File: src/logic/rv_defines.svh
`ifndef RV_DEFINES_SVH
`define RV_DEFINES_SVH

// ----------------------------------------
// Datapath widths
// ----------------------------------------

`define RV_DATA_W    32    // Register and memory word width
`define RV_ADDR_W    12    // Byte address width, PC and data

// ----------------------------------------
// Data RAM
// ----------------------------------------

// Depth in words, must match the word address range
`define RV_MEM_WORDS 1024

// Wait states before the RAM is fired
// Must be at least 1
`define RV_MEM_WAIT  2

`endif

File: src/logic/wait_state_timer.sv
`default_nettype none
`timescale 1ns/10ps

`include "rv_defines.svh"

module wait_state_timer (
    input  logic i_clock,  // Clock
    input  logic i_rst_n,  // Sync reset, active low
    input  logic i_start,  // Load the wait count
    output logic o_done);  // Pulse, RV_MEM_WAIT cycles after start

    localparam int unsigned CNT_W = $clog2(`RV_MEM_WAIT + 1);

    logic [CNT_W-1:0] cnt_q;   // Cycles left
    logic             busy_q;  // Counting

    always_ff @(posedge i_clock) begin
        if (!i_rst_n) begin
            cnt_q  <= '0;
            busy_q <= 1'b0;
        end else if (i_start) begin
            cnt_q  <= CNT_W'(`RV_MEM_WAIT - 1);  // Start cycle counts as the first
            busy_q <= 1'b1;
        end else if (busy_q) begin
            if (cnt_q == '0) busy_q <= 1'b0;       // Done seen, stop
            else             cnt_q  <= cnt_q - 1'b1;
        end
    end

    assign o_done = busy_q && (cnt_q == '0);

endmodule

`default_nettype wire

File: config.mk
export PLATFORM = sky130hd
export DESIGN_NAME = wait_state_timer
export DESIGN_NICKNAME = d
export VERILOG_FILES = /design/src/logic/wait_state_timer.sv
export VERILOG_INCLUDE_DIRS = /design/src /design/src/logic
export SDC_FILE = /design/constraint.sdc
export NUM_CORES = 1
export LEC_CHECK = 0
export BUFFER_PORTS_ARGS = -buffer_cell sky130_fd_sc_hd__buf_2
export CAP_MARGIN = 10
export CELL_PAD_IN_SITES_DETAIL_PLACEMENT = 0
export CELL_PAD_IN_SITES_GLOBAL_PLACEMENT = 2
export CORE_AREA = 2 2 39 41
export DETAILED_ROUTE_END_ITERATION = 8
export DIE_AREA = 0 0 41 43
export PLACE_DENSITY = 0.48
export REMOVE_ABC_BUFFERS = 1
export SLEW_MARGIN = 20
export SYNTH_ARGS = -nofsm -noshare
export SYNTH_HDL_FRONTEND = slang
export SYNTH_SLANG_ARGS = --single-unit
File: constraint.sdc
create_clock -name i_clock -period 1.55 [get_ports i_clock]
set_input_delay 0.2325 -clock i_clock [delete_from_list [all_inputs] [get_ports i_clock]]
set_output_delay 0.2325 -clock i_clock [all_outputs]
set_load 0.01 [all_outputs]
; ---- Word-level counts from Yosys, hierarchy flattened
; Index checks and enable logic that the tools add are counted.
[word_totals]
register_bits = 3
in_bits = 3
output_inout_bits = 1
wordCells = 19
[classes]
add_sub_neg = 1
n_eq_ne = 1
n_mux = 6
bitwise_logic = 2
reduce_logical = 6
[ops]
columns = operator, count
row1 = 1-bit two-way mux, 6
row2 = 2-bit AND reduction, 2
row3 = 2-bit logical NOT, 1
row4 = "2-bit inequality test, second input constant", 1
row5 = 1-bit NOT, 2
row6 = 2-bit nonzero test, 1
row7 = 2-bit OR reduction, 1
row8 = "2-bit by 1-bit subtractor with 2-bit output, second input constant", 1
row9 = 1-bit logical AND, 1

; ---- Depth between registers and ports, before layout
; Gate-level depths: netlist of run 1.
[depth]
ltp_word = 4
mapped_depth = 4
ltp_nobuf = 4

; ---- Least setup slack after synthesis of run 1
; No wires, ideal clock.
[synth_timing]
path_kind = register to register
start = reg cnt_q[0]
end = reg cnt_q[0]
setup_time_ps = 116
arrival_time_ps = 881
required_ps = 1434
setup_slack_ps = 553
path_stages_with_launch = 5
path_buffers = 0
period_less_slack_ps = 997
cell_sequence = dfxtp_1 inv_1 ha_1 nand4bb_1 o211a_1
[synth_between]
elab_chain_cells = 4
word_cells_on_any_way = 7
cone_classes = 1 x add/sub / 1 x eq/ne / 3 x mux / 2 x reduce/logical
[synth_rtl]
columns = item, line
row1 = start: declaration, wait_state_timer.sv:14  ; logic [CNT_W-1:0] cnt_q;
row2 = start signal: assignment, wait_state_timer.sv:22  ; cnt_q <= CNT_W'(`RV_MEM_WAIT - 1);
row3 = start signal: assignment, wait_state_timer.sv:26  ; else cnt_q <= cnt_q - 1'b1;
row4 = 2-bit by 1-bit subtractor with 2-bit output, wait_state_timer.sv:26
row5 = 1-bit two-way mux, wait_state_timer.sv:25  ; if (cnt_q == '0) busy_q <= 1'b0;
row6 = 1-bit two-way mux, wait_state_timer.sv:24  ; end else if (busy_q) begin
row7 = 1-bit two-way mux, wait_state_timer.sv:21  ; end else if (i_start) begin
; Parallel ways exist; a longest one is shown, timed or not. The select of a mux whose other input is x is not followed.
; A chain may end at the register's enable or synchronous reset.

; ---- Final worst setup path of run 1
[layout_timing]
start = reg cnt_q[0]
end = out o_done
[layout_between]
elab_chain_cells = 2
[layout_rtl]
columns = item, line
row1 = 2-bit logical NOT, wait_state_timer.sv:30  ; assign o_done = busy_q && (cnt_q == '0);
row2 = 1-bit logical AND, wait_state_timer.sv:30
row3 = end: declaration, wait_state_timer.sv:10  ; output logic o_done);
; No other way between the ends.

==> results by group, run 1 <==
Outcome
  – Status: complete, no violations

Critical path
  – Worst setup EP type: output pin
  – Required time of the critical path: approximately 1.3 ns
  – Arr. time, crit path: around 1.1 ns
  – R2R cell count: 4
  – Crit path launch: cnt_q[0]
  – CP startpoint kind: register
  – R2R Path Start: cnt_q[0]
  – CP Max Fanout: 4
  – Crit path kind: register to output pin

Yosys
  – Synth area leaders: dfxtp_1 (38%), nor2b_4 (8.7%), ha_1 (7.9%)
  – Cell taking the most area after synthesis: dfxtp_1
  – Avg Inst Size Synth: about 11 µm²
  – Flops & latches, synth: 3
  – Register area share after synthesis: a little under two fifths
  – Yosys warns: 0
  – Post-synthesis cell type count: 11
  – Mapped Area: about 160 µm²
  – Gate Count Post-Synth: 15
  – Post-synth top area share: a little under two fifths

Routing
  – Post-DR vias/cell: roughly 3.3
  – Via Count: 124
  – DRT Pass-1 Iters: 1
  – Final ANT Viol Nets: 0
  – Post-Route WL: between 200 and 300 µm
  – DR WL/cell: 7.63 µm
  – Iteration-0 DRC Markers: 0
  – Final routed DRC violation total: 0

Timing
  – Final hold vios: 0
  – Slew HR: around nine tenths
  – Layout Skew: approximately 0.0018 ns
  – RSZ-0062 raised after global routing: no
  – Setup TNS: 0 ns
  – Final Slew Violations: 0
  – Fin crit share: 88.7%
  – FMAX: slightly above 0.7 GHz
  – Min setup slack post-route: roughly 0.17 ns
  – Measured slew at the worst slew-check pin: around 0.17 ns
  – Min Tclk post-route: approximately 1.4 ns
  – Final setup vio count: 0

Global route
  – Initial antenna violation count: 0
  – GR Overflow Total: 0
  – Vias in the first global route: 150
  – First-pass GRT wire length: approximately 550 µm
  – All-Layer GR Usage: between 5 and 6%
  – Largest net degree at the start of global routing: 5

Power
  – Power density over the cells: around 1100 nW/µm²
  – Pleak: 0.0977 nW
  – VDD IR max: 374 µV

Die
  – Die ar.: 1760 µm²
  – Initial Util: between 10 and 15%
  – Die span in x: 41 µm
  – Die Y: approximately 43 µm
  – IO Pins: 4
  – CORE AREA: about 1400 µm²
  – Rows: 14

Clocking
  – Clock transition at the registers of the reported paths: 0.04 ns
  – Worst skew pair latency: around 0.23 ns
  – CTS Hold Bufs: 0
  – CTS sink cnt: 3
  – Root Buffer: clkbuf_4
  – H-tree depth: 1
  – Clock Tree Buf Depth: 2
  – Post-CTS Resized: 0
  – Total CTS buffers: 3
  – Post-CTS Setup Bufs: 0
  – TritonCTS clock tree: yes

Cells and area
  – Final #Nets: 27
  – Area growth, synth to finish: 38.9%
  – Antenna Diode Count: 0
  – Share of post-route cells with drive strength above 1: 31.8%

Placement
  – Hpwl dp: 233 µm
  – Final GP Congestion: 0.654
  – Count of input and output buffers: 3
  – Pre-CTS setup slack: 0.412 ns

Min path
  – Worst Hold Class: input port to register
  – WHS Path Cells: 2
  – Hold wc startpoint: i_rst_n

Flow run
  – Max-Cap Viols: 0
[where the power goes]
part	internal, mW	switching, mW	total (mW)
Sequential	0.0823	0.00340	0.0857
Combinational	0.0147	0.0117	0.0264
Clock	0.0963	0.0384	0.135
[cell type report]
cell class	count	area [µm²]
fill	156	1160
multi-input combinational	9	86.3
sequential	3	60.1
clock buffer	4	26.3
tap	16	20.0
timing repair buffer	3	15.0
inverter	3	11.3
[flip-flops by register name, indices dropped and copies added (netlist names)]
name	cells
busy_q	1
cnt_q	2
[layer usage]
metal | GRT usage [%] | wire, µm | vias to the layer above | part of all wire [%]
li1 | - | - | 65 | -
met1 | 4.79 | 115 | 53 | 40
met2 | 6.88 | 142 | 4 | 49
met3 | 1.57 | 16 | 2 | 5.5
met4 | 8.00 | 16 | 0 | 5.5
met5 | 0 | 0 | - | 0
[cell usage after synthesis (all sizes together)]
master	count
dfxtp	3
inv	3
and2	1
ha	1
nand3b	1
nand4bb	1
nor2b	1
o2111a	1
o211a	1
o21a	1
or2	1
[stage by stage]
stage | util [%] | power, mW | hold slack, ns | instances | area (µm²)
after floorplan | - | 0.105 | 0.350 | 15 | 158
after global placement | 13.9 | 0.113 | 0.469 | 34 | 193
after detailed placement | 13.9 | 0.114 | 0.484 | 34 | 193
after CTS | 15.8 | 0.254 | 0.245 | 38 | 219
after global routing | 15.8 | 0.259 | 0.254 | 38 | 219
final | 15.8 | 0.247 | 0.246 | 38 | 219
[path summary, 6_finish.rpt]
path | end | slack, ns
worst max-delay path | o_done | 0.17
worst min-delay path | busy_q | 0.25
worst max register to register | cnt_q[0] | 0.48
worst min register to register | cnt_q[1] | 0.55
[kinds of logic (layout without fill, tap and decap cells)]
group,Yosys count,after routing,synth area share [%]
buffers and inverters,3,10,7.14
flip-flops,3,3,38.1
adder cells (fa/ha/maj),1,1,7.94
AO/OA/AOI/OAI,3,3,18.3
AND/OR/NAND/NOR,5,5,28.6
[critical path: stages (launching register included)]
cell     delay (ns)
dfxtp_1        0.33
inv_1          0.05
ha_1           0.25
and2_1         0.15
buf_2          0.13
[placed cells by master (no fill, tap or decap)]
cell type,synthesis,routed
and2_1,1,1
inv_1,3,3
o21a_1,1,1
clkbuf_1,0,1
or2_0,1,1
dfxtp_1,3,3
nand4bb_1,1,1
clkbuf_4,0,3
o211a_1,1,1
o2111a_1,1,1
ha_1,1,1
nor2b_4,1,1
buf_2,0,3
nand3b_1,1,1
Power figures use the tool's default switching activity.
==> run 2: changes to the inputs <==
--- a/config.mk
+++ b/config.mk
@@ -6,14 +6,14 @@
 export SDC_FILE = /design/constraint.sdc
 export NUM_CORES = 1
 export LEC_CHECK = 0
-export BUFFER_PORTS_ARGS = -buffer_cell sky130_fd_sc_hd__buf_2
 export CAP_MARGIN = 10
 export CELL_PAD_IN_SITES_DETAIL_PLACEMENT = 0
 export CELL_PAD_IN_SITES_GLOBAL_PLACEMENT = 2
 export CORE_AREA = 2 2 39 41
 export DETAILED_ROUTE_END_ITERATION = 8
 export DIE_AREA = 0 0 41 43
-export PLACE_DENSITY = 0.48
+export DONT_BUFFER_PORTS = 1
+export PLACE_DENSITY = 0.44
 export REMOVE_ABC_BUFFERS = 1
 export SLEW_MARGIN = 20
 export SYNTH_ARGS = -nofsm -noshare
==> results by group, run 2 (synthesis results as in run 1) <==
Outcome
  – Status: complete, no violations

Die
  – Rows: 14
  – CORE AREA: 1380 µm²
  – Die Y: ~43 µm
  – Die span in x: roughly 41 µm
  – IO Pins: 4
  – Initial Util: 11.4%
  – Die ar.: about 1800 µm²

Critical path
  – CP Buf/Inv Count: 1
  – Critical path, cell by cell: inv_1, ha_1, and2_1
  – Largest delay share family, worst path: flip-flops
  – Arr. time, crit path: between 1 and 1.5 ns
  – Max stage delay cell, worst path: dfxtp_1
  – CP Max Fanout: 4
  – Required time of the critical path: approximately 1.3 ns
  – CP startpoint kind: register
  – Max incr delay on CP: 0.33 ns
  – Crit path kind: register to output pin
  – Worst setup EP type: output pin

Routing
  – Iteration-0 DRC Markers: 2
  – Final ANT Viol Nets: 0
  – Post-DR vias/cell: about 3.3
  – Via Count: roughly 120
  – Post-Route WL: approximately 270 µm
  – Final routed DRC violation total: 0
  – DR WL/cell: 7.66 µm
  – DRT Pass-1 Iters: 2

Placement
  – Placed cell count: 31
  – Placed inst area: 178 µm²
  – Final GP Congestion: between 0.5 and 0.6
  – Count of input and output buffers: 0
  – Pre-CTS setup slack: ~0.50 ns
  – Hpwl dp: slightly above 200 µm

Cells and area
  – Cell area after layout: 204 µm²
  – Most flops, register: cnt_q
  – Antenna Diode Count: 0
  – Share of post-route cells with drive strength above 1: between 20% and 30%
  – Area growth, synth to finish: 29.4%
  – Final #Nets: 24
  – Commonest cells after routing, fill and taps aside: inv_1 (3), dfxtp_1 (3), clkbuf_4 (3)
  – Post-route insts no fill: 35
  – Top Registers: cnt_q: 2 flops, busy_q: 1 flops
  – Largest register FFs: 2

Global route
  – Vias in the first global route: between 100 and 150
  – Largest net degree at the start of global routing: 5
  – GR Overflow Total: 0
  – First-pass GRT wire length: 489 µm
  – Initial antenna violation count: 0
  – All-Layer GR Usage: under 10%

Clocking
  – Total CTS buffers: 3
  – Clock transition at the registers of the reported paths: 0.03 ns
  – CTS sink cnt: 3
  – Post-CTS Resized: 0
  – Post-CTS Setup Bufs: 0
  – Clock Tree Buf Depth: 2
  – TritonCTS clock tree: yes
  – H-tree depth: 1
  – Root Buffer: clkbuf_4
  – Worst skew pair latency: around 0.23 ns
  – CTS Hold Bufs: 0

Timing
  – Final Slew Violations: 0
  – Layout Skew: ~0.0020 ns
  – Measured slew at the worst slew-check pin: ~0.17 ns
  – Final setup vio count: 0
  – Fin crit share: between 80% and 90%
  – RSZ-0062 raised after global routing: no
  – Slew HR: roughly nine tenths
  – WHS: 0.130 ns
  – Final hold vios: 0
  – FMAX: 0.782 GHz
  – Min Tclk post-route: 1.28 ns
  – Min setup slack post-route: 0.271 ns
  – Setup TNS: 0 ns

Power
  – VDD IR max: approximately 330 µV
  – Pleak: 0.0848 nW
  – Power density over the cells: about 1200 nW/µm²

Flow run
  – Max-Cap Viols: 0

Min path
  – Worst Hold Class: input port to register
run 2: cell types whose count changed in the layout (fill, tap and decap cells not counted):
cell	delta
buf_2	-3
run 2: path summary, 6_finish.rpt:
check,slack (ns),end,from,cells past startpoint
max reg2reg,0.50,cnt_q[0],cnt_q[0],4
min,0.13,busy_q,i_rst_n,1
max,0.27,o_done,cnt_q[0],3
min reg2reg,0.53,cnt_q[1],cnt_q[1],1
run 2: metrics by stage:
step | utilization (%) | total power, mW
finish | 14.7 | 0.239
global route | 14.7 | 0.260
floorplan | - | 0.105
CTS | 14.7 | 0.247
global placement | 12.8 | 0.108
detailed placement | 12.8 | 0.108
run 2: area by class of cell:
type                       count  area (µm²)
clock buffer                   4        26.3
fill                         161        1180
inverter                       3        11.3
multi-input combinational      9        86.3
sequential                     3        60.1
tap                           16        20.0
run 2: worst register-to-register path, delay by kind of cell, from the launching register on:
kind,cells,cell delay (ns)
AO/OA/AOI/OAI,1,0.13
adder cells (fa/ha/maj),1,0.24
buffers and inverters,1,0.05
flip-flops,1,0.33
AND/OR/NAND/NOR,1,0.19
run 2: where the power goes:
| group | leakage (nW) | internal [mW] | total (mW) | switching, mW |
|---|---|---|---|---|
| logic | 0.0450 | 0.0118 | 0.0212 | 0.00942 |
| clock network | 0.0150 | 0.0961 | 0.132 | 0.0360 |
| registers | 0.0248 | 0.0823 | 0.0855 | 0.00310 |
run 2: per-layer routing:
metal	wire [µm]	track usage, %	vias up	part of all wire, %
li1	-	-	59	-
met1	110	3.83	51	41
met2	132	5.63	5	49
met3	26	4.19	0	9.7
met4	0	6.00	0	0
met5	0	0	-	0
