`src/logic/rv_defines.svh`:
```
`ifndef RV_DEFINES_SVH
`define RV_DEFINES_SVH

// ----------------------------------------
// Datapath widths
// ----------------------------------------

`define RV_DATA_W    32    // Register and memory word width
`define RV_ADDR_W    12    // Byte address width, PC and data

// ----------------------------------------
// Data RAM
// ----------------------------------------

// Depth in words, must match the word address range
`define RV_MEM_WORDS 1024

// Wait states before the RAM is fired
// Must be at least 1
`define RV_MEM_WAIT  2

`endif

```
`src/logic/rv_pkg.sv`:
```
`default_nettype none

`include "rv_defines.svh"

package rv_pkg;

    typedef logic [`RV_DATA_W-1:0] data_t;       // One data word
    typedef logic [`RV_ADDR_W-1:0] inst_addr_t;  // Byte address, PC or data

    // Access size, same coding as funct3[1:0]
    typedef enum logic [1:0] {
        ACCESS_BYTE = 2'b00,
        ACCESS_HALF = 2'b01,
        ACCESS_WORD = 2'b10
    } mem_access_e;

    // Write-back source
    typedef enum logic [1:0] {
        WB_ALU = 2'b00,  // ALU result
        WB_MEM = 2'b01,  // Load data
        WB_PC4 = 2'b10   // Return address
    } wb_sel_e;

    // ----------------------------------------
    // Stage ports
    // ----------------------------------------

    typedef struct packed {
        inst_addr_t  pc;           // Instruction address
        data_t       result;       // ALU result, also the data address
        data_t       store_data;   // Raw store operand
        logic        wr_en;        // Store
        logic        rd_en;        // Load
        mem_access_e access;       // Size of the access
        logic        is_unsigned;  // Zero-extend loads
        wb_sel_e     wb_sel;       // Write-back source
    } mem_req_t;

    typedef struct packed {
        data_t wb_data;      // Register write-back value
        logic  align_error;  // Misaligned access, memory untouched
    } mem_resp_t;

    // Aligner to RAM
    typedef struct packed {
        logic [`RV_ADDR_W-3:0] addr;     // Word address
        logic [3:0]            byte_en;  // One bit per lane
        data_t                 wdata;    // Lane-replicated store data
        logic                  we;       // Write strobe
        logic                  en;       // Access strobe
    } ram_port_t;

    // One memory word seen whole, as lanes of bytes or of halfwords
    typedef union packed {
        data_t            word;
        logic [3:0][7:0]  bytes;
        logic [1:0][15:0] halves;
    } mem_word_u;

endpackage

`default_nettype wire

```
`src/logic/mem_lane_align.sv`:
```
`default_nettype none
`timescale 1ns/10ps

`include "rv_defines.svh"

module mem_lane_align (
    input  rv_pkg::mem_req_t  i_req,          // Held request
    input  logic              i_fire,         // Strobe enable from the FSM
    output rv_pkg::ram_port_t o_ram,
    output logic              o_align_error,
    input  rv_pkg::data_t     i_ram_rdata,    // Raw word from the RAM
    output rv_pkg::data_t     o_load_data);   // Extracted and extended

    logic [1:0]        lane;        // Low address bits
    logic              misaligned;
    logic              mem_op;
    rv_pkg::mem_word_u st_word;     // Store word, lane-replicated
    rv_pkg::mem_word_u ld_word;     // Read word
    logic [7:0]        ld_byte;
    logic [15:0]       ld_half;
    logic              ext;         // Sign bit to extend with

    assign lane   = i_req.result[1:0];
    assign mem_op = i_req.wr_en || i_req.rd_en;

    // ----------------------------------------
    // Alignment and store lanes
    // ----------------------------------------

    always_comb begin
        misaligned    = 1'b0;
        o_ram.byte_en = 4'b1111;
        st_word.word  = i_req.store_data;
        unique case (i_req.access)
            rv_pkg::ACCESS_BYTE: begin
                o_ram.byte_en = 4'b0001 << lane;
                st_word.bytes = {4{i_req.store_data[7:0]}};   // Same byte on every lane
            end
            rv_pkg::ACCESS_HALF: begin
                misaligned     = lane[0];
                o_ram.byte_en  = lane[1] ? 4'b1100 : 4'b0011;
                st_word.halves = {2{i_req.store_data[15:0]}};
            end
            default: begin
                misaligned = (lane != 2'b00);   // Word, also the unused code
            end
        endcase
    end

    assign o_align_error = mem_op && misaligned;

    assign o_ram.addr  = i_req.result[`RV_ADDR_W-1:2];
    assign o_ram.wdata = st_word.word;
    assign o_ram.en    = i_fire && mem_op && !misaligned;
    assign o_ram.we    = i_fire && i_req.wr_en && !misaligned;

    // ----------------------------------------
    // Load extraction
    // ----------------------------------------

    assign ld_word.word = i_ram_rdata;
    assign ld_byte      = ld_word.bytes[lane];
    assign ld_half      = ld_word.halves[lane[1]];

    always_comb begin
        unique case (i_req.access)
            rv_pkg::ACCESS_BYTE: begin
                ext         = !i_req.is_unsigned && ld_byte[7];
                o_load_data = {{24{ext}}, ld_byte};
            end
            rv_pkg::ACCESS_HALF: begin
                ext         = !i_req.is_unsigned && ld_half[15];
                o_load_data = {{16{ext}}, ld_half};
            end
            default: begin
                ext         = 1'b0;            // Nothing to extend
                o_load_data = ld_word.word;
            end
        endcase
    end

endmodule

`default_nettype wire

```
`config.mk`:
```
export PLATFORM = sky130hd
export DESIGN_NAME = mem_lane_align
export DESIGN_NICKNAME = d
export VERILOG_FILES = /design/src/logic/rv_pkg.sv /design/src/logic/mem_lane_align.sv
export VERILOG_INCLUDE_DIRS = /design/src /design/src/logic
export SDC_FILE = /design/constraint.sdc
export NUM_CORES = 1
export LEC_CHECK = 0
export BUFFER_PORTS_ARGS = -buffer_cell sky130_fd_sc_hd__buf_2
export CAP_MARGIN = 20
export CORE_AREA = 2 2 77 79
export DETAILED_ROUTE_END_ITERATION = 8
export DIE_AREA = 0 0 79 81
export PLACE_DENSITY = 0.7
export SLEW_MARGIN = 0
export SYNTH_ARGS = -nofsm -noshare
export SYNTH_HDL_FRONTEND = slang
export SYNTH_SLANG_ARGS = --single-unit
```
`constraint.sdc`:
```
create_clock -name vclk -period 1.33
set_clock_uncertainty 0.2 [all_clocks]
set_input_delay 0.133 -clock vclk [all_inputs]
set_output_delay 0.133 -clock vclk [all_outputs]
set_load 0.05 [all_outputs]
```
# --- After elaboration in Yosys (flattened, before gate mapping) ---
# Cells that the tools add are included.
# W data, S select, Z words.
word_totals:
  in_bits: 116
  word_cells: 25
  rom_bits: 0
  latchBits: 0
  mem_count: 0
  regBits: 0
  mem_bits_rw: 0
  output_inout_bits: 81
classes:
  div_mod_pow: 0
  shift: 1
  bitwise: 0
  magnitude_cmp: 2
  addsub: 0
  reduce_logical: 12
  eq_ne: 1
  multipliers: 0
  muxes: 9
op_table:
  columns: ["operator", "n"]
  rows:
  - ["$pmux W32 S2", 2]
  - ["$mux W16", 2]
  - ["$bmux W8 S2", 1]
  - ["$mux W8", 1]
  - ["$pmux W4 S2", 1]
  - ["$logic_and A1 B1 Y1", 7]
  - ["$mux W4", 1]
  - ["$shl A1 B2 Y4 const A", 1]
  - ["$lt A2 B3 Y1 const B", 1]
  - ["$eq A2 B1 Y1 const B", 1]
  - ["$logic_not A1 Y1", 2]
  - ["$logic_not A2 Y1", 1]
  - ["$lt A1 B2 Y1 const B", 1]
  - ["$pmux W1 S2", 1]
  - ["$reduce_bool A2 Y1", 1]
  - ["$logic_or A1 B1 Y1", 1]

# --- Depth between registers and ports, before layout ---
# Gate-level depths: netlist of run 1.
logic_depth:
  ltp_word: 4
  mapped_depth: 6
  ltp_nobuf: 3

# --- Least setup slack after synthesis of run 1 ---
# OpenSTA, ideal clock, no wires.
synth_path:
  kind: "input -> output"
  start: "in i_req[40] (netlist name)"
  end: "out o_load_data[15]"
  stages: 4
  arrival_time_ns: 1.839
  n_path_buf: 1
  t_required_ns: 0.997
  path_slack_ns: -0.842
  path_cell_list: "buf_6 -> nor2b_1 -> a22oi_4 -> a221oi_1"
synth_between:
  elab_chain_cells: 4
  elab_cells_between_ends: 6
  classes_between: "mux: 5; reduce/logical: 1"
synth_lines:
  columns: ["item", "line", "source"]
  rows:
  - ["from (decl)", "mem_lane_align.sv:7", "input rv_pkg::mem_req_t i_req,"]
  - ["$bmux W8 S2", "mem_lane_align.sv:62", "assign ld_byte = ld_word.bytes[lane];"]
  - ["$mux W8 (not written as such)", "mem_lane_align.sv:62", null]
  - ["$logic_and A1 B1 Y1", "mem_lane_align.sv:68", "ext = !i_req.is_unsigned && ld_byte[7];"]
  - ["$pmux W32 S2 *", "mem_lane_align.sv:66", "unique case (i_req.access)"]
  - ["to (decl)", "mem_lane_align.sv:12", "output rv_pkg::data_t o_load_data);"]
# Mark *: on every way between the ends. The rest lies on a longest branch, timed or not. The select of a mux whose other input is x is not followed.

# --- Final worst setup path of run 1 ---
layout_path:
  start: "in i_req[39] (netlist name)"
  end: "out o_load_data[13]"
layout_between:
  elab_chain_cells: 4
layout_lines:
  columns: ["item", "line"]
  rows:
  - ["$bmux W8 S2", "mem_lane_align.sv:62"]
  - ["$mux W8 (not written as such)", "mem_lane_align.sv:62"]
  - ["$logic_and A1 B1 Y1", "mem_lane_align.sv:68"]
  - ["$pmux W32 S2", "mem_lane_align.sv:66"]
# Every way passes these cells. The select of a mux whose other input is x is not followed.

==> flow_metrics.env, run 1 <==
export IMPL_ir_worst_vdd_uv=419
export IMPL_grt_first_pass_wirelength_mm=12.1
export IMPL_num_rows=28
export IMPL_failed_checks="negative setup slack"
export IMPL_port_buffers=143
export IMPL_relSlewSlack_pct=76.2
export IMPL_min_from="i_req[43]"
export IMPL_place_congestion=0.771
export IMPL_synthTopCellsByCount="nand2_1 (41), buf_4 (21), nor2b_1 (18)"
export IMPL_slew_viol_final=0
export IMPL_regArea_um2=0
export IMPL_place_ws_ns=-0.485
export IMPL_synth_top_area_share_pct=12.0
export IMPL_firstDrtPassIters=4
export IMPL_dieArea_mm2=0.00640
export IMPL_hold_viol=0
export IMPL_seq_cell_count=0
export IMPL_netlist_area_mm2=0.00133
export IMPL_rsz0062_at_grt="yes"
export IMPL_ant_nets=0
export IMPL_start_util_pct=23.5
export IMPL_core_area_mm2=0.00568
export IMPL_finalWorstSetupSlack_ns=-0.368
export IMPL_finalSetupViolCount=52
export IMPL_wire_per_inst_um=17.6
export IMPL_power_density_mw_per_mm2=579
export IMPL_antenna_found_initial=0
export IMPL_synth_warnings=0
export IMPL_via_per_inst=5.02
export IMPL_hold_class="primary input to primary output"
export IMPL_placed_cell_area_mm2=0.00289
export IMPL_cts_hold_buf=0
export IMPL_antenna_cells=0
export IMPL_grt_max_degree=16
export IMPL_synth_top_cell_by_area="mux2i_1"
export IMPL_yosysMostFrequentCell="nand2_1"
export IMPL_path_cells="buf_8 > mux2_4 > a22oi_4 > buf_12 > buf_12 > o221ai_4 > buf_6"
export IMPL_period_share_pct=128
export IMPL_status="finished, violations left"
export IMPL_hold_path_endpoint="o_ram[40]"
export IMPL_drive_gt1_share_pct=84.0
export IMPL_yosys_cell_types_count=28
export IMPL_final_area_mm2=0.00398
export IMPL_drc=0
export IMPL_critPathRequiredTime_ns=1.00
export IMPL_synth_net_count=320
export IMPL_cp_start_kind="primary input"
export IMPL_gr_total_overflow=0
export IMPL_setup_tns_ns=-12.08
export IMPL_timing_final_crit_period_ns=1.70
export IMPL_grt_usage_pct=23.4
export IMPL_worstMarginPinSlew_ns=0.356
export IMPL_cap_violations=0
export IMPL_wirelength_mm=7.91
export IMPL_crit_fanout=5
export IMPL_fmax_mhz=589
export IMPL_arrival_ns=1.36
export IMPL_cp_common_cell="buf_12"
export IMPL_place_hpwl_mm=5.45
export IMPL_syn_to_final_growth_pct=199
export IMPL_netlist_instances=204
export IMPL_critPathMaxStageDelay_ns=0.31
export IMPL_fin_nets=493
export IMPL_hold_depth=0
export IMPL_end_kind="primary output"
export IMPL_dr_total_vias=2257
export IMPL_clkbuf_count=0
export IMPL_die_y_um=81
export IMPL_netlist_top_cells_area="mux2i_1 (12%), buf_4 (12%), nand2_1 (12%)"
export IMPL_synth_seq_area_share_pct=0
export IMPL_die_x_um=79
export IMPL_final_util_pct=70.1
export IMPL_p_leak_nw=1.84
export IMPL_grt_pass1_vias=2482
export IMPL_postSynthAreaPerCell_um2=6.53
export IMPL_totalPowerFinal_w=0.00230
export IMPL_drtIter0Drc=54
export IMPL_crit_type="primary input to primary output"
export IMPL_num_io_pins=197
export IMPL_critPathSlowestCell="mux2_4"
==> stage by stage <==
| step | hold slack, ns | cells |
|---|---|---|
| 6_report | 0.0660 | 450 |
| 5_1_grt | 0.0661 | 450 |
| 4_1_cts | 0.0663 | 445 |
| 3_5_place_dp | 0.0663 | 428 |
| 3_3_place_gp | 0.0663 | 428 |
| 2_1_floorplan | 0.222 | 204 |
==> critical path: cells and delay by family <==
kind / cells / cell delay (ns)
buf+inv: 4 / 0.56
compound gates: 2 / 0.34
mux: 1 / 0.31
==> metal layers <==
metal,GRT usage (%),wire (µm),up-vias
met5,0,0,-
met4,4.83,148,0
met3,4.44,681,10
met2,50.2,4470,122
met1,22.8,2610,1068
li1,-,-,1057
==> cells by family after synthesis <==
family	share of synthesized area [%]
AND/OR/NAND/NOR	27.6
multiplexers	21.9
buffers and inverters	21.4
AO/OA/AOI/OAI	29.0
==> final cells by class <==
cell class,instances,area (µm²)
multi-input combinational,157,1840
inverter,11,41.3
fill,418,1700
tap,75,93.8
timing repair buffer,207,2000
==> worst max path at each step <==
stage | start | to | slack (ns) | cells past startpoint
6_report | i_req[39] | o_load_data[13] | -0.37 | 7
5_1_grt | i_req[39] | o_load_data[1] | -0.40 | 7
4_1_cts | i_req[39] | o_load_data[13] | -0.37 | 7
3_5_place_dp | i_req[39] | o_load_data[13] | -0.49 | 6
3_3_place_gp | i_req[39] | o_load_data[11] | -0.45 | 6
2_1_floorplan | i_req[40] | o_load_data[19] | -0.34 | 5
==> power breakdown <==
part	leakage [nW]	internal (W)	switching, W
sequential	0	0	0
combinational	1.84	0.000993	0.00131
clock	0	0	0
==> layout by cell type (no fill, tap or decap), types with 3 or more instances in the layout <==
| cell type | instances |
|---|---|
| o22ai_4 | 15 |
| mux2i_1 | 10 |
| nor2_1 | 8 |
| o21ai_4 | 6 |
| inv_1 | 11 |
| buf_16 | 5 |
| mux2i_2 | 4 |
| nor2_4 | 4 |
| a221o_2 | 7 |
| buf_8 | 16 |
| nand2_4 | 21 |
| buf_12 | 14 |
| mux2_4 | 5 |
| nand2_1 | 12 |
| buf_6 | 61 |
| buf_4 | 32 |
| o21ai_2 | 3 |
| nor2b_1 | 17 |
| buf_2 | 78 |
| mux2_2 | 6 |
| nand2_2 | 8 |
| o221ai_4 | 8 |
==> repair_timing <==
item / in CTS / in global routing
resized for setup: 212 / 23
buffers inserted: 13 / 8
endpoints found under the setup margin: 62 / 59
pin swaps: 37 / 14
cloned: 5 / 1
No activity file was read; power rests on OpenSTA's default activity.
==> run 2: changes to the inputs <==
- PLACE_DENSITY: 0.7 -> 0.68
- clock period: 1.33 -> 1.89 ns (I/O delays scaled with it)
==> run 2 against run 1 <==
  * The flow now finishes without violations
  * Wire length decreased by 30%
  * Via count decreased by 14%
  * Setup slack improved by 0.40 ns
  * Global-route usage decreased by 8.6 points
  * Critical path depth unchanged
  * Worst hold slack improved by 0.11 ns
  * Largest power group unchanged
  * Total power decreased by 55%
==> flow_metrics.env, run 2 (same netlist as run 1, synthesis figures left out) <==
export IMPL_drive_gt1_share_pct=57.8
export IMPL_syn_to_final_growth_pct=69.9
export IMPL_grt_usage_pct=14.8
export IMPL_crit_type="primary input to primary output"
export IMPL_dr_total_vias=1951
export IMPL_end_kind="primary output"
export IMPL_start_util_pct=23.5
export IMPL_ir_worst_vdd_uv=169
export IMPL_drc=0
export IMPL_dieArea_mm2=0.00640
export IMPL_via_per_inst=4.83
export IMPL_status="finished, final reports clean"
export IMPL_finalSetupViolCount=0
export IMPL_critPathMaxStageDelay_ns=0.32
export IMPL_firstDrtPassIters=4
export IMPL_relSlewSlack_pct=72.1
export IMPL_slew_viol_final=0
export IMPL_grt_first_pass_wirelength_mm=7.80
export IMPL_power_density_mw_per_mm2=463
export IMPL_worstMarginPinSlew_ns=0.416
export IMPL_final_common_cell="buf_2"
export IMPL_final_cell_mix="buf_2 (131), nand2_1 (41), nor2b_1 (17)"
export IMPL_hold_viol=0
export IMPL_place_congestion=0.898
export IMPL_critPathSlowestCell="mux2_4"
export IMPL_seq_cell_count=0
export IMPL_place_hpwl_mm=4.20
export IMPL_period_share_pct=98.3
export IMPL_hold_class="primary input to primary output"
export IMPL_wire_per_inst_um=13.7
export IMPL_port_buffers=143
export IMPL_final_cells=404
export IMPL_antenna_cells=0
export IMPL_antenna_found_initial=0
export IMPL_critPathRequiredTime_ns=1.50
export IMPL_cp_start_kind="primary input"
export IMPL_min_from="i_req[41]"
export IMPL_clkbuf_count=0
export IMPL_fin_nets=447
export IMPL_place_inst=399
export IMPL_core_area_mm2=0.00568
export IMPL_crit_buf_inv=4
export IMPL_grt_max_degree=26
export IMPL_path_cells="buf_4 > mux2_4 > a22oi_4 > buf_12 > buf_12 > o221ai_1 > clkbuf_4"
export IMPL_arrival_ns=1.47
export IMPL_cts_hold_buf=0
export IMPL_cp_common_cell="buf_12"
export IMPL_die_x_um=79
export IMPL_setup_tns_ns=0
export IMPL_gr_total_overflow=0
export IMPL_crit_fanout=7
export IMPL_p_leak_nw=1.24
export IMPL_hold_path_endpoint="o_ram[38]"
export IMPL_num_rows=28
export IMPL_drtIter0Drc=71
export IMPL_hold_depth=0
export IMPL_fmax_mhz=538
export IMPL_critical_path_top_delay_family="buffers and inverters"
export IMPL_timing_final_crit_period_ns=1.86
export IMPL_totalPowerFinal_w=0.00105
export IMPL_num_io_pins=197
export IMPL_grt_pass1_vias=1651
export IMPL_die_y_um=81
export IMPL_cap_violations=0
export IMPL_wirelength_mm=5.53
export IMPL_ant_nets=0
export IMPL_regArea_um2=0
-- run 2: cell types whose count changed in the layout (fill, tap and decap cells not counted), moves of 9 or more --
cell,delta
o22ai_4,-15
buf_8,-16
nand2_4,-21
nand2_1,+29
buf_12,-9
buf_2,+53
buf_6,-59
buf_4,-17
o22ai_2,+9
-- run 2: final cells by class --
| cell class | instances | area [µm²] |
|---|---|---|
| fillers | 602 | 3410 |
| inverters | 11 | 41.3 |
| multi-input cells | 157 | 1140 |
| well taps | 75 | 93.8 |
| repair buffers | 161 | 986 |
-- run 2: routing by layer --
layer	share of wire, %	global-route usage (%)	vias up
met1	39	16.2	902
met4	0.16	0.345	0
li1	-	-	954
met5	0	0	-
met3	6.8	1.00	4
met2	54	32.0	91
-- run 2: how the worst max path moves through the flow --
stage	start	to	slack [ns]	depth (start not counted)
3_3_place_gp	i_req[40]	o_load_data[5]	-0.03	6
4_1_cts	i_req[39]	o_load_data[14]	0.0009	6
6_report	i_req[39]	o_load_data[8]	0.03	7
2_1_floorplan	i_req[3]	o_load_data[10]	-0.20	5
3_5_place_dp	i_req[40]	o_load_data[5]	-0.08	6
5_1_grt	i_req[3]	o_load_data[6]	-0.01	6
-- run 2: through the flow --
stage | instance area [µm²] | worst slack [ns] | util, % | hold WS, ns
CTS | 2130 | 0.000897 | 37.5 | 0.178
detailed placement | 2120 | -0.0776 | 37.4 | 0.178
global route | 2260 | -0.0143 | 39.9 | 0.178
global placement | 2120 | -0.0283 | 37.4 | 0.178
finish | 2260 | 0.0322 | 39.9 | 0.178
floorplan | 1410 | -0.204 | - | 0.345
-- run 2: what timing repair did --
item | 4_1_cts | 5_1_grt
gates resized for setup | 4 | 17
buffers inserted | 0 | 2
endpoints found under the setup margin | 10 | 12
cloned | 0 | 3
pin swaps | 0 | 1
-- run 2: power by group --
part / switching, W / total, W / leakage [nW] / internal [W]
clock network: 0 / 0 / 0 / 0
logic: 0.000716 / 0.00105 / 1.24 / 0.000331
registers: 0 / 0 / 0 / 0
total: 0.000716 / 0.00105 / 1.24 / 0.000331
