## src/logic/rv_defines.svh

```systemverilog
`ifndef RV_DEFINES_SVH
`define RV_DEFINES_SVH

// ----------------------------------------
// Datapath widths
// ----------------------------------------

`define RV_DATA_W    32    // Register and memory word width
`define RV_ADDR_W    12    // Byte address width, PC and data

// ----------------------------------------
// Data RAM
// ----------------------------------------

// Depth in words, must match the word address range
`define RV_MEM_WORDS 1024

// Wait states before the RAM is fired
// Must be at least 1
`define RV_MEM_WAIT  2

`endif

```

## src/logic/rv_pkg.sv

```systemverilog
`default_nettype none

`include "rv_defines.svh"

package rv_pkg;

    typedef logic [`RV_DATA_W-1:0] data_t;       // One data word
    typedef logic [`RV_ADDR_W-1:0] inst_addr_t;  // Byte address, PC or data

    // Access size, same coding as funct3[1:0]
    typedef enum logic [1:0] {
        ACCESS_BYTE = 2'b00,
        ACCESS_HALF = 2'b01,
        ACCESS_WORD = 2'b10
    } mem_access_e;

    // Write-back source
    typedef enum logic [1:0] {
        WB_ALU = 2'b00,  // ALU result
        WB_MEM = 2'b01,  // Load data
        WB_PC4 = 2'b10   // Return address
    } wb_sel_e;

    // ----------------------------------------
    // Stage ports
    // ----------------------------------------

    typedef struct packed {
        inst_addr_t  pc;           // Instruction address
        data_t       result;       // ALU result, also the data address
        data_t       store_data;   // Raw store operand
        logic        wr_en;        // Store
        logic        rd_en;        // Load
        mem_access_e access;       // Size of the access
        logic        is_unsigned;  // Zero-extend loads
        wb_sel_e     wb_sel;       // Write-back source
    } mem_req_t;

    typedef struct packed {
        data_t wb_data;      // Register write-back value
        logic  align_error;  // Misaligned access, memory untouched
    } mem_resp_t;

    // Aligner to RAM
    typedef struct packed {
        logic [`RV_ADDR_W-3:0] addr;     // Word address
        logic [3:0]            byte_en;  // One bit per lane
        data_t                 wdata;    // Lane-replicated store data
        logic                  we;       // Write strobe
        logic                  en;       // Access strobe
    } ram_port_t;

    // One memory word seen whole, as lanes of bytes or of halfwords
    typedef union packed {
        data_t            word;
        logic [3:0][7:0]  bytes;
        logic [1:0][15:0] halves;
    } mem_word_u;

endpackage

`default_nettype wire

```

## src/logic/mem_access_fsm.sv

```systemverilog
`default_nettype none
`timescale 1ns/10ps

module mem_access_fsm (
    input  logic              i_clock,        // Clock
    input  logic              i_rst_n,        // Sync reset, active low

    // Request side
    input  logic              i_valid,
    output logic              o_ready,
    input  rv_pkg::mem_req_t  i_req,
    output rv_pkg::mem_req_t  o_req_q,        // Held request for the datapath

    // Datapath and timer control
    input  logic              i_align_error,  // From the aligner
    output logic              o_timer_start,
    input  logic              i_timer_done,
    output logic              o_ram_fire,     // One-cycle RAM strobe enable
    input  rv_pkg::data_t     i_wb_data,      // Selected write-back word

    // Response side
    output logic              o_valid,
    input  logic              i_ready,
    output rv_pkg::mem_resp_t o_resp);

    typedef enum logic [1:0] {
        S_IDLE,     // Ready for a request
        S_WAIT,     // Wait states
        S_ACCESS,   // RAM read word valid
        S_RESPOND   // Response held
    } state_e;

    state_e            state_q;
    state_e            state_d;
    logic              first_q;     // First cycle in S_WAIT
    rv_pkg::mem_req_t  req_q;
    rv_pkg::mem_resp_t resp_q;

    logic accept;     // Input transfer
    logic mem_op;     // Load or store
    logic direct;     // Finishes without the RAM
    logic load_resp;  // Capture the response

    assign accept = i_valid && o_ready;
    assign mem_op = req_q.wr_en || req_q.rd_en;
    assign direct = !mem_op || i_align_error;  // Misaligned ops never reach the RAM

    assign o_timer_start = (state_q == S_WAIT) && first_q && !direct;
    assign o_ram_fire    = (state_q == S_WAIT) && !first_q && i_timer_done;

    // Direct requests answer on their first cycle, memory ops after the read
    assign load_resp = ((state_q == S_WAIT) && first_q && direct) || (state_q == S_ACCESS);

    // ----------------------------------------
    // Next state
    // ----------------------------------------

    always_comb begin
        state_d = state_q;
        unique case (state_q)
            S_IDLE:    if (accept) state_d = S_WAIT;
            S_WAIT: begin
                if (first_q && direct) state_d = S_RESPOND;
                else if (o_ram_fire)   state_d = S_ACCESS;
            end
            S_ACCESS:  state_d = S_RESPOND;  // Read word is on the RAM output
            S_RESPOND: if (i_ready) state_d = S_IDLE;
            default:   state_d = S_IDLE;
        endcase
    end

    always_ff @(posedge i_clock) begin
        if (!i_rst_n) begin
            state_q <= S_IDLE;
            first_q <= 1'b0;
        end else begin
            state_q <= state_d;
            first_q <= accept;
        end
    end

    // Payload registers
    always_ff @(posedge i_clock) begin
        if (accept)
            req_q <= i_req;
        if (load_resp) begin
            resp_q.wb_data     <= i_wb_data;
            resp_q.align_error <= i_align_error;
        end
    end

    assign o_ready = (state_q == S_IDLE);     // One item in flight
    assign o_valid = (state_q == S_RESPOND);
    assign o_resp  = resp_q;                  // Stable until the transfer
    assign o_req_q = req_q;

endmodule

`default_nettype wire

```

## config.mk

```make
export PLATFORM = sky130hd
export DESIGN_NAME = mem_access_fsm
export DESIGN_NICKNAME = d
export VERILOG_FILES = /design/src/logic/rv_pkg.sv /design/src/logic/mem_access_fsm.sv
export VERILOG_INCLUDE_DIRS = /design/src /design/src/logic
export SDC_FILE = /design/constraint.sdc
export NUM_CORES = 1
export LEC_CHECK = 0
export BUFFER_PORTS_ARGS = -buffer_cell sky130_fd_sc_hd__buf_2
export CORE_ASPECT_RATIO = 0.75
export CORE_UTILIZATION = 43
export CTS_BUF_LIST = sky130_fd_sc_hd__clkbuf_8
export DETAILED_ROUTE_END_ITERATION = 7
export GPL_TIMING_DRIVEN = 0
export PLACE_DENSITY = 0.81
export SYNTH_ARGS = -nofsm -noshare
export SYNTH_HDL_FRONTEND = slang
export SYNTH_SLANG_ARGS = --single-unit
```

## constraint.sdc

```tcl
create_clock -name i_clock -period 3.25 [get_ports i_clock]
set_input_delay 0.325 -clock i_clock [delete_from_list [all_inputs] [get_ports i_clock]]
set_output_delay 0.325 -clock i_clock [all_outputs]
set_load 0.01 [all_outputs]
```

# --- Yosys cells after proc, flatten, opt, wreduce, memory -nomap -nowiden ---
# Index checks and enable logic that the tools add are counted.
word_totals:
  wordCells: 38
  out_inout_bits: 120
  reg_bits: 119
  input_bits: 121
op_classes:
  n_eq_ne: 6
  n_reduce_logical: 15
  muxes: 5
ops:
  columns: ["op", "count"]
  rows:
  - ["2-bit 2-to-1 mux", 4]
  - ["2-bit one-hot mux with 4 select lines", 1]
  - ["1-bit logical AND", 7]
  - ["2-bit equality test (second input constant)", 2]
  - ["2-bit by 1-bit != test with 1-bit output (second input constant)", 2]
  - ["1-bit logical NOT", 3]
  - ["1-bit logical OR", 3]
  - ["3-bit by 2-bit != test with 1-bit output (second input constant)", 1]
  - ["3-bit AND reduction", 1]
  - ["2-bit by 1-bit equality test with 1-bit output (second input constant)", 1]
  - ["2-bit logical NOT", 1]

# --- Logic depth before layout (Yosys ltp) ---
# Gate-level depths: netlist (run 1).
logic_depth:
  ltp_word: 6
  ltp_mapped: 6
  ltp_nobuf: 6

# --- Least setup slack after synthesis (run 1) ---
# Ideal clock, no wire load.
synth_path:
  path_type: "reg-to-reg"
  start: "register state_q[0]"
  end: "register req_q, in the netlist o_req_q[0], enable pin"
  setup_ps: 450
  path_slack_ps: 167
  required_ps: 2800
  n_path_buf: 0
  synth_period_minus_slack_ps: 3083
  path_stages_with_launch: 4
  t_arrival_ps: 2633
  path_cell_list: "dfxtp_1 inv_1 ha_1 and2_1"
synth_via:
  elab_chain_cells: 2
synth_rtl:
  columns: ["element", "line", "rtl"]
  rows:
  - ["start, declared", "mem_access_fsm.sv:33", "state_e state_q;"]
  - ["start signal, assigned", "mem_access_fsm.sv:77", "state_q <= state_d;"]
  - ["2-bit logical NOT", "mem_access_fsm.sv:92", "assign o_ready = (state_q == S_IDLE);"]
  - ["named net o_ready", "mem_access_fsm.sv:10", "output logic o_ready,"]
  - ["1-bit logical AND", "mem_access_fsm.sv:44", "assign accept = i_valid && o_ready;"]
  - ["named net accept", "mem_access_fsm.sv:39", "logic accept;"]
  - ["end signal, assigned", "mem_access_fsm.sv:85", "req_q <= i_req;"]
  - ["end, declared", "mem_access_fsm.sv:36", "rv_pkg::mem_req_t req_q;"]
# The timed path passes the listed nets, and every way through them passes these cells.
# A chain may end at the register's enable or synchronous reset.

# --- Final worst setup path (run 1) ---
layout_path:
  start: "register state_q[1]"
  end: "register resp_q, in the netlist o_resp[16], enable pin"
layout_via:
  elab_chain_cells: 4
  elab_cells_between_ends: 5
  cone_classes: "eq/ne: 2; reduce/logical: 3"
layout_rtl:
  columns: ["element", "line", "rtl"]
  rows:
  - ["2-bit by 1-bit equality test with 1-bit output", "mem_access_fsm.sv:52", "assign load_resp = ((state_q == S_WAIT) && first_q && direct) || (state_q == S_ACCESS);"]
  - ["1-bit logical AND (2 in a row)", "mem_access_fsm.sv:52", null]
  - ["1-bit logical OR (*)", "mem_access_fsm.sv:52", null]
  - ["named net load_resp", "mem_access_fsm.sv:42", "logic load_resp;"]
  - ["end, declared", "mem_access_fsm.sv:37", "rv_pkg::mem_resp_t resp_q;"]
# The timed path passes the listed nets; every way through them passes the cells marked *.

==> results of run 1 <==
placed cells by master (no fill, tap or decap), drive strengths merged, types with 2 or more instances in the layout:
cell,instances
nand2,4
bufinv,4
buf,241
inv,8
nor2,3
dfxtp,3
ha,5
a21oi,2
edfxtp,116
clkbuf,17
clkinv,7
metal layers:
metal	routed length (um)	vias up
li1	-	1102
met1	2980	1140
met2	4820	131
met3	757	15
met4	161	0
met5	0	-
stage by stage:
stage	setup slack [ns]	utilization, %	total power [uW]
2_1_floorplan	0.167	-	2750
6_report	1.36	65.2	4550
4_1_cts	1.37	65.2	4610
3_5_place_dp	1.39	60.5	3250
3_3_place_gp	-0.460	60.1	3190
5_1_grt	1.24	65.2	4760
Yosys cell counts, drive strengths merged:
library cell,instances
a21oi,2
nor2,3
inv,6
o21bai,1
and2,1
nand2b,1
a211o,1
and3,1
o32ai,1
mux2i,1
dfxtp,3
ha,5
o22ai,1
edfxtp,116
a31o,1
nand2,4
worst max-delay path by stage:
stage | from | endpoint | slack (ns) | depth (start not counted)
after floorplan | state_q[0]$_SDFFE_PN0P_ | o_req_q[0]$_DFFE_PP_ | 0.17 | 3
after global placement | state_q[0]$_SDFFE_PN0P_ | o_req_q[63]$_DFFE_PP_ | -0.46 | 3
after detailed placement | state_q[1]$_SDFFE_PN0P_ | o_resp[22]$_DFFE_PP_ | 1.39 | 3
after CTS | state_q[1]$_SDFFE_PN0P_ | o_resp[28]$_DFFE_PP_ | 1.37 | 3
after global routing | state_q[1]$_SDFFE_PN0P_ | o_resp[23]$_DFFE_PP_ | 1.24 | 3
final | state_q[1]$_SDFFE_PN0P_ | o_resp[16]$_DFFE_PP_ | 1.36 | 3
registers in the layout, summed over array words and instances (netlist names):
name     cells
first_q      1
o_req_q     83
state_q      2
o_resp      33
power groups by stage:
| stage | Clock [uW] | Sequential (uW) | Combinational [uW] |
|---|---|---|---|
| 6_report | 1340 | 2250 | 951 |
| 5_1_grt | 1450 | 2290 | 1020 |
| 4_1_cts | 1380 | 2260 | 964 |
| 3_5_place_dp | 0 | 2290 | 959 |
| 3_3_place_gp | 0 | 2300 | 894 |
| 2_1_floorplan | 0 | 2490 | 262 |
logic make-up after synthesis:
group           share of synthesized area (%)
flops                                    94.6
simple gates                             1.20
mux                                     0.267
compound gates                           1.64
fa+ha+maj                                1.67
buf+inv                                 0.601
worst reg2reg max path, delay by kind of cell, from the launching register on:
family	cells	cell delay (ns)
AOI/OAI and AO/OA	1	0.76
adders and majority gates	1	0.26
buffers and inverters	1	0.12
DFF	1	0.36
layout make-up:
type | count | area, um^2 | area share [%]
Clock buffer | 17 | 234 | 4.25
Clock inverter | 14 | 166 | 3.02
Inverter | 6 | 22.5 | 0.409
Multi-Input combinational cell | 23 | 181 | 3.29
Sequential cell | 119 | 3540 | 64.3
Tap cell | 108 | 135 | 2.45
Timing Repair Buffer | 241 | 1230 | 22.3
==> results.json, run 1 <==
{
  "whs_endpoint": "o_resp[7]$_DFFE_PP_",
  "path_cells": "inv_1, ha_1, a31o_2",
  "max_freq_mhz": 528,
  "required_ns": 3.29,
  "grt-ovfl-total": 0,
  "drt_iter0_markers": 92,
  "ys_seq_area_share_pct": 94.6,
  "io_buffers": 240,
  "place_inst": 497,
  "p_per_area_nw_per_um2": 826,
  "cts-root-buf": "clkbuf_8",
  "hold_path_depth": 1,
  "areaGrowthSynthToFinish_pct": 47.2,
  "rsz0062_at_grt": "no",
  "tns_ns": 0,
  "hold_viol_final": 0,
  "min_period_ns": 1.89,
  "fin_cells": 528,
  "vias": 2388,
  "power_switching_uw": 1240,
  "syn_inst": 148,
  "p_seq_share_pct": 49.6,
  "cts_setup_buffers": 0,
  "syn_area_um2": 3740,
  "critical_path_class": "flip-flop to flip-flop",
  "nFillCells": 637,
  "cts_buffers": 17,
  "fin_area_um2": 5510,
  "end_kind": "flip-flop",
  "tightest_slew_ns": 0.875,
  "clock_latency_ns": 0.41,
  "ioPinCount": 241,
  "antennaDiodeCount": 0,
  "crit_family": "compound AO/OA/AOI/OAI gates",
  "synth.area.top_cells": "edfxtp_1 93%, ha_1 1.7%, dfxtp_1 1.6%, inv_1 0.60%, o32ai_2 0.43%",
  "start_kind": "flip-flop",
  "drive_gt1_share_pct": 63.8,
  "ant_nets": 0,
  "finClkSkew_ns": 0.00601,
  "ctsResizeCount": 0,
  "nets": 534,
  "syn-num-nets": 274,
  "busiest_layer": "met2",
  "cts_hold_buffers": 0,
  "dr.pass1.iters": 6,
  "grtUsageMet3_pct": 7.85,
  "p_sw_share_pct": 27.2,
  "antenna_found_initial": 0,
  "timing.rr.start": "state_q[1]$_SDFFE_PN0P_",
  "grt_first_pass_wirelength_um": 12100,
  "via_per_inst": 4.52,
  "num_rows": 29,
  "max_cap_violations": 0,
  "final.period_utilization_pct": 58.3,
  "slowest_delay_ns": 0.76,
  "yosys_warnings": 0,
  "htreeDepth": 4,
  "pwr-share-clk_pct": 29.5,
  "grtUsageMet2_pct": 34.4,
  "ys_ff_latch": 119,
  "start_util_pct": 44.3,
  "clockBufferDepth": 2,
  "report.final.slew_viol_count": 0,
  "synth_area_per_cell_um2": 25.3,
  "first_global_vias": 2406,
  "place_area_um2": 5110,
  "hold_path_class": "primary input to flip-flop",
  "cp.arrival_ns": 1.93,
  "ff2ff_path_depth": 3,
  "reg2reg_to": "o_resp[16]$_DFFE_PP_",
  "die_w_um": 110,
  "hpwl_um": 6520,
  "die_area_um2": 9090,
  "cp_num_buf_inv": 1,
  "synth_cell_types": 16,
  "slowest_stage": "a31o_2",
  "die_y_um": 82.8,
  "synth_largest_area_cell": "edfxtp_1",
  "synth_top_area_share_pct": 93.0,
  "clk_pin_slew_worst_paths_ns": 0.07,
  "status": "finished, final reports clean",
  "ir_drop_v": 0.000892,
  "routed_wl_um": 8720,
  "clock-sinks": 119,
  "holdWs_ns": 0.0794,
  "combPwrFrac_pct": 20.9,
  "rrSetupSlack_ns": 1.36,
  "drc": 0,
  "gr-usage-met1_pct": 18.3,
  "coreArea_um2": 8450,
  "cts_tree": "yes",
  "globalplace.congestion": 0.779,
  "grt_max_degree": 55,
  "crit_fanout": 33,
  "slew_headroom_pct": 41.6,
  "p_int_uw": 3310,
  "power.leakage_uw": 0.00239,
  "track_usage_pct": 19.2,
  "hp-start": "i_wb_data[6]",
  "post_drt_wl_per_cell_um": 16.5,
  "setup_viol": 0
}
Note: power is estimated with default switching activity, not from simulation.
==> run 2: changes to the inputs <==
--- a/config.mk
+++ b/config.mk
@@ -8,11 +8,11 @@
 export LEC_CHECK = 0
 export BUFFER_PORTS_ARGS = -buffer_cell sky130_fd_sc_hd__buf_2
 export CORE_ASPECT_RATIO = 0.75
-export CORE_UTILIZATION = 43
+export CORE_UTILIZATION = 39
 export CTS_BUF_LIST = sky130_fd_sc_hd__clkbuf_8
 export DETAILED_ROUTE_END_ITERATION = 7
 export GPL_TIMING_DRIVEN = 0
-export PLACE_DENSITY = 0.81
+export PLACE_DENSITY = 0.78
 export SYNTH_ARGS = -nofsm -noshare
 export SYNTH_HDL_FRONTEND = slang
 export SYNTH_SLANG_ARGS = --single-unit
==> constraint.sdc (replaced) <==
create_clock -name i_clock -period 1.7 [get_ports i_clock]
set_input_delay 0.17 -clock i_clock [delete_from_list [all_inputs] [get_ports i_clock]]
set_output_delay 0.17 -clock i_clock [all_outputs]
set_load 0.01 [all_outputs]
==> results.json, run 2 <==
{
  "synthArstFlopShare_pct": 0,
  "synth_largest_area_cell": "edfxtp_1",
  "place_ws_ns": -0.249,
  "syn_inst": 148,
  "globalplace.congestion": 0.743,
  "cts_hold_buffers": 111,
  "die_w_um": 115,
  "synth_area_per_cell_um2": 25.3,
  "ioPinCount": 241,
  "cts_setup_buffers": 0,
  "clock-sinks": 119,
  "synth_top_area_share_pct": 93.0,
  "synth_cell_types": 16,
  "clockBufferDepth": 2,
  "ys_seq_area_share_pct": 94.6,
  "cts_buffers": 17,
  "syn-num-nets": 274,
  "cts-root-buf": "clkbuf_8",
  "synth.area.top_cells": "edfxtp_1 93%, ha_1 1.7%, dfxtp_1 1.6%, inv_1 0.60%, o32ai_2 0.43%",
  "die_y_um": 86.9,
  "syn_area_um2": 3740,
  "ctsResizeCount": 4,
  "start_util_pct": 40.7,
  "hpwl_um": 6200,
  "htreeDepth": 4,
  "stop_stage": "4_1_cts",
  "stop_error": "[ERROR RSZ-0060] Max buffer count reached.",
  "num_rows": 30,
  "status": "aborted with a tool error",
  "yosys_warnings": 0,
  "synth_top_flop_cell": "edfxtp_1",
  "ys_ff_latch": 119,
  "io_buffers": 240,
  "synthTopCellsByCount": "116 x edfxtp_1, 6 x inv_1, 5 x ha_1",
  "synth_most_common_cell": "edfxtp_1",
  "synth-edff-count": 116
}
## run 2: cells by family after synthesis
| family | share of synthesized area (%) |
|---|---|
| simple gates | 1.20 |
| flops | 94.6 |
| fa+ha+maj | 1.67 |
| mux | 0.267 |
| compound gates | 1.64 |
| buf+inv | 0.601 |
## run 2: through the flow
stage / setup TNS (ns) / instances / utilization (%) / cell area, um^2
detailed placement: -26.46 / 516 / 55.7 / 5120
global placement: -20.00 / 516 / 55.7 / 5120
floorplan: 0 / 148 / - / 3760
==> run 3: changes to the inputs <==
--- a/config.mk
+++ b/config.mk
@@ -7,12 +7,10 @@
 export NUM_CORES = 1
 export LEC_CHECK = 0
 export BUFFER_PORTS_ARGS = -buffer_cell sky130_fd_sc_hd__buf_2
-export CORE_ASPECT_RATIO = 0.75
-export CORE_UTILIZATION = 39
-export CTS_BUF_LIST = sky130_fd_sc_hd__clkbuf_8
+export CORE_UTILIZATION = 33
 export DETAILED_ROUTE_END_ITERATION = 7
 export GPL_TIMING_DRIVEN = 0
-export PLACE_DENSITY = 0.78
+export PLACE_DENSITY_LB_ADDON = 0.15
 export SYNTH_ARGS = -nofsm -noshare
 export SYNTH_HDL_FRONTEND = slang
 export SYNTH_SLANG_ARGS = --single-unit
==> constraint.sdc (replaced) <==
create_clock -name i_clock -period 2.2 [get_ports i_clock]
set_input_delay 0.22 -clock i_clock [delete_from_list [all_inputs] [get_ports i_clock]]
set_output_delay 0.22 -clock i_clock [all_outputs]
set_load 0.01 [all_outputs]
==> results.json, run 3 <==
{
  "status": "aborted with a tool error",
  "stop_stage": "4_1_cts",
  "stop_error": "[ERROR RSZ-0060] Max buffer count reached.",
  "synth_largest_area_cell": "edfxtp_1",
  "cts_buffers": 17,
  "syn_area_um2": 3740,
  "synth_top_area_share_pct": 93.0,
  "synth_top_flop_cell": "edfxtp_1",
  "syn-num-nets": 274,
  "cts_hold_buffers": 113,
  "syn_inst": 148,
  "ys_ff_latch": 119,
  "cts-root-buf": "clkbuf_16",
  "yosys_warnings": 0,
  "synth-edff-count": 116,
  "synth.area.top_cells": "edfxtp_1 93%, ha_1 1.7%, dfxtp_1 1.6%, inv_1 0.60%, o32ai_2 0.43%",
  "place_area_um2": 5150,
  "io_buffers": 240,
  "ys_seq_area_share_pct": 94.6,
  "ctsResizeCount": 0,
  "hpwl_um": 6850,
  "synth_cell_types": 16,
  "synth_area_per_cell_um2": 25.3,
  "clock-sinks": 119,
  "htreeDepth": 4,
  "globalplace.congestion": 0.736,
  "cts_setup_buffers": 0,
  "synth_most_common_cell": "edfxtp_1",
  "ioPinCount": 241,
  "start_util_pct": 34.2,
  "num_rows": 38,
  "clockBufferDepth": 2,
  "synthTopCellsByCount": "116 x edfxtp_1, 6 x inv_1, 5 x ha_1",
  "synthArstFlopShare_pct": 0,
  "die_y_um": 109,
  "die_w_um": 109,
  "place_ws_ns": 0.346
}
run 3: cell counts after synthesis:
No cell type changed its count.
run 3: kinds of logic after synthesis:
group	Yosys count	share of synthesized area, %
DFF	119	94.6
and+or+nand+nor	10	1.20
AOI/OAI and AO/OA	7	1.64
buffers and inverters	6	0.601
adders and majority gates	5	1.67
muxes	1	0.267
run 3: stage by stage:
step / instances / hold slack (ns) / utilization, %
floorplan: 148 / 0.319 / -
detailed placement: 529 / 0.398 / 47.1
global placement: 528 / 0.397 / 46.8
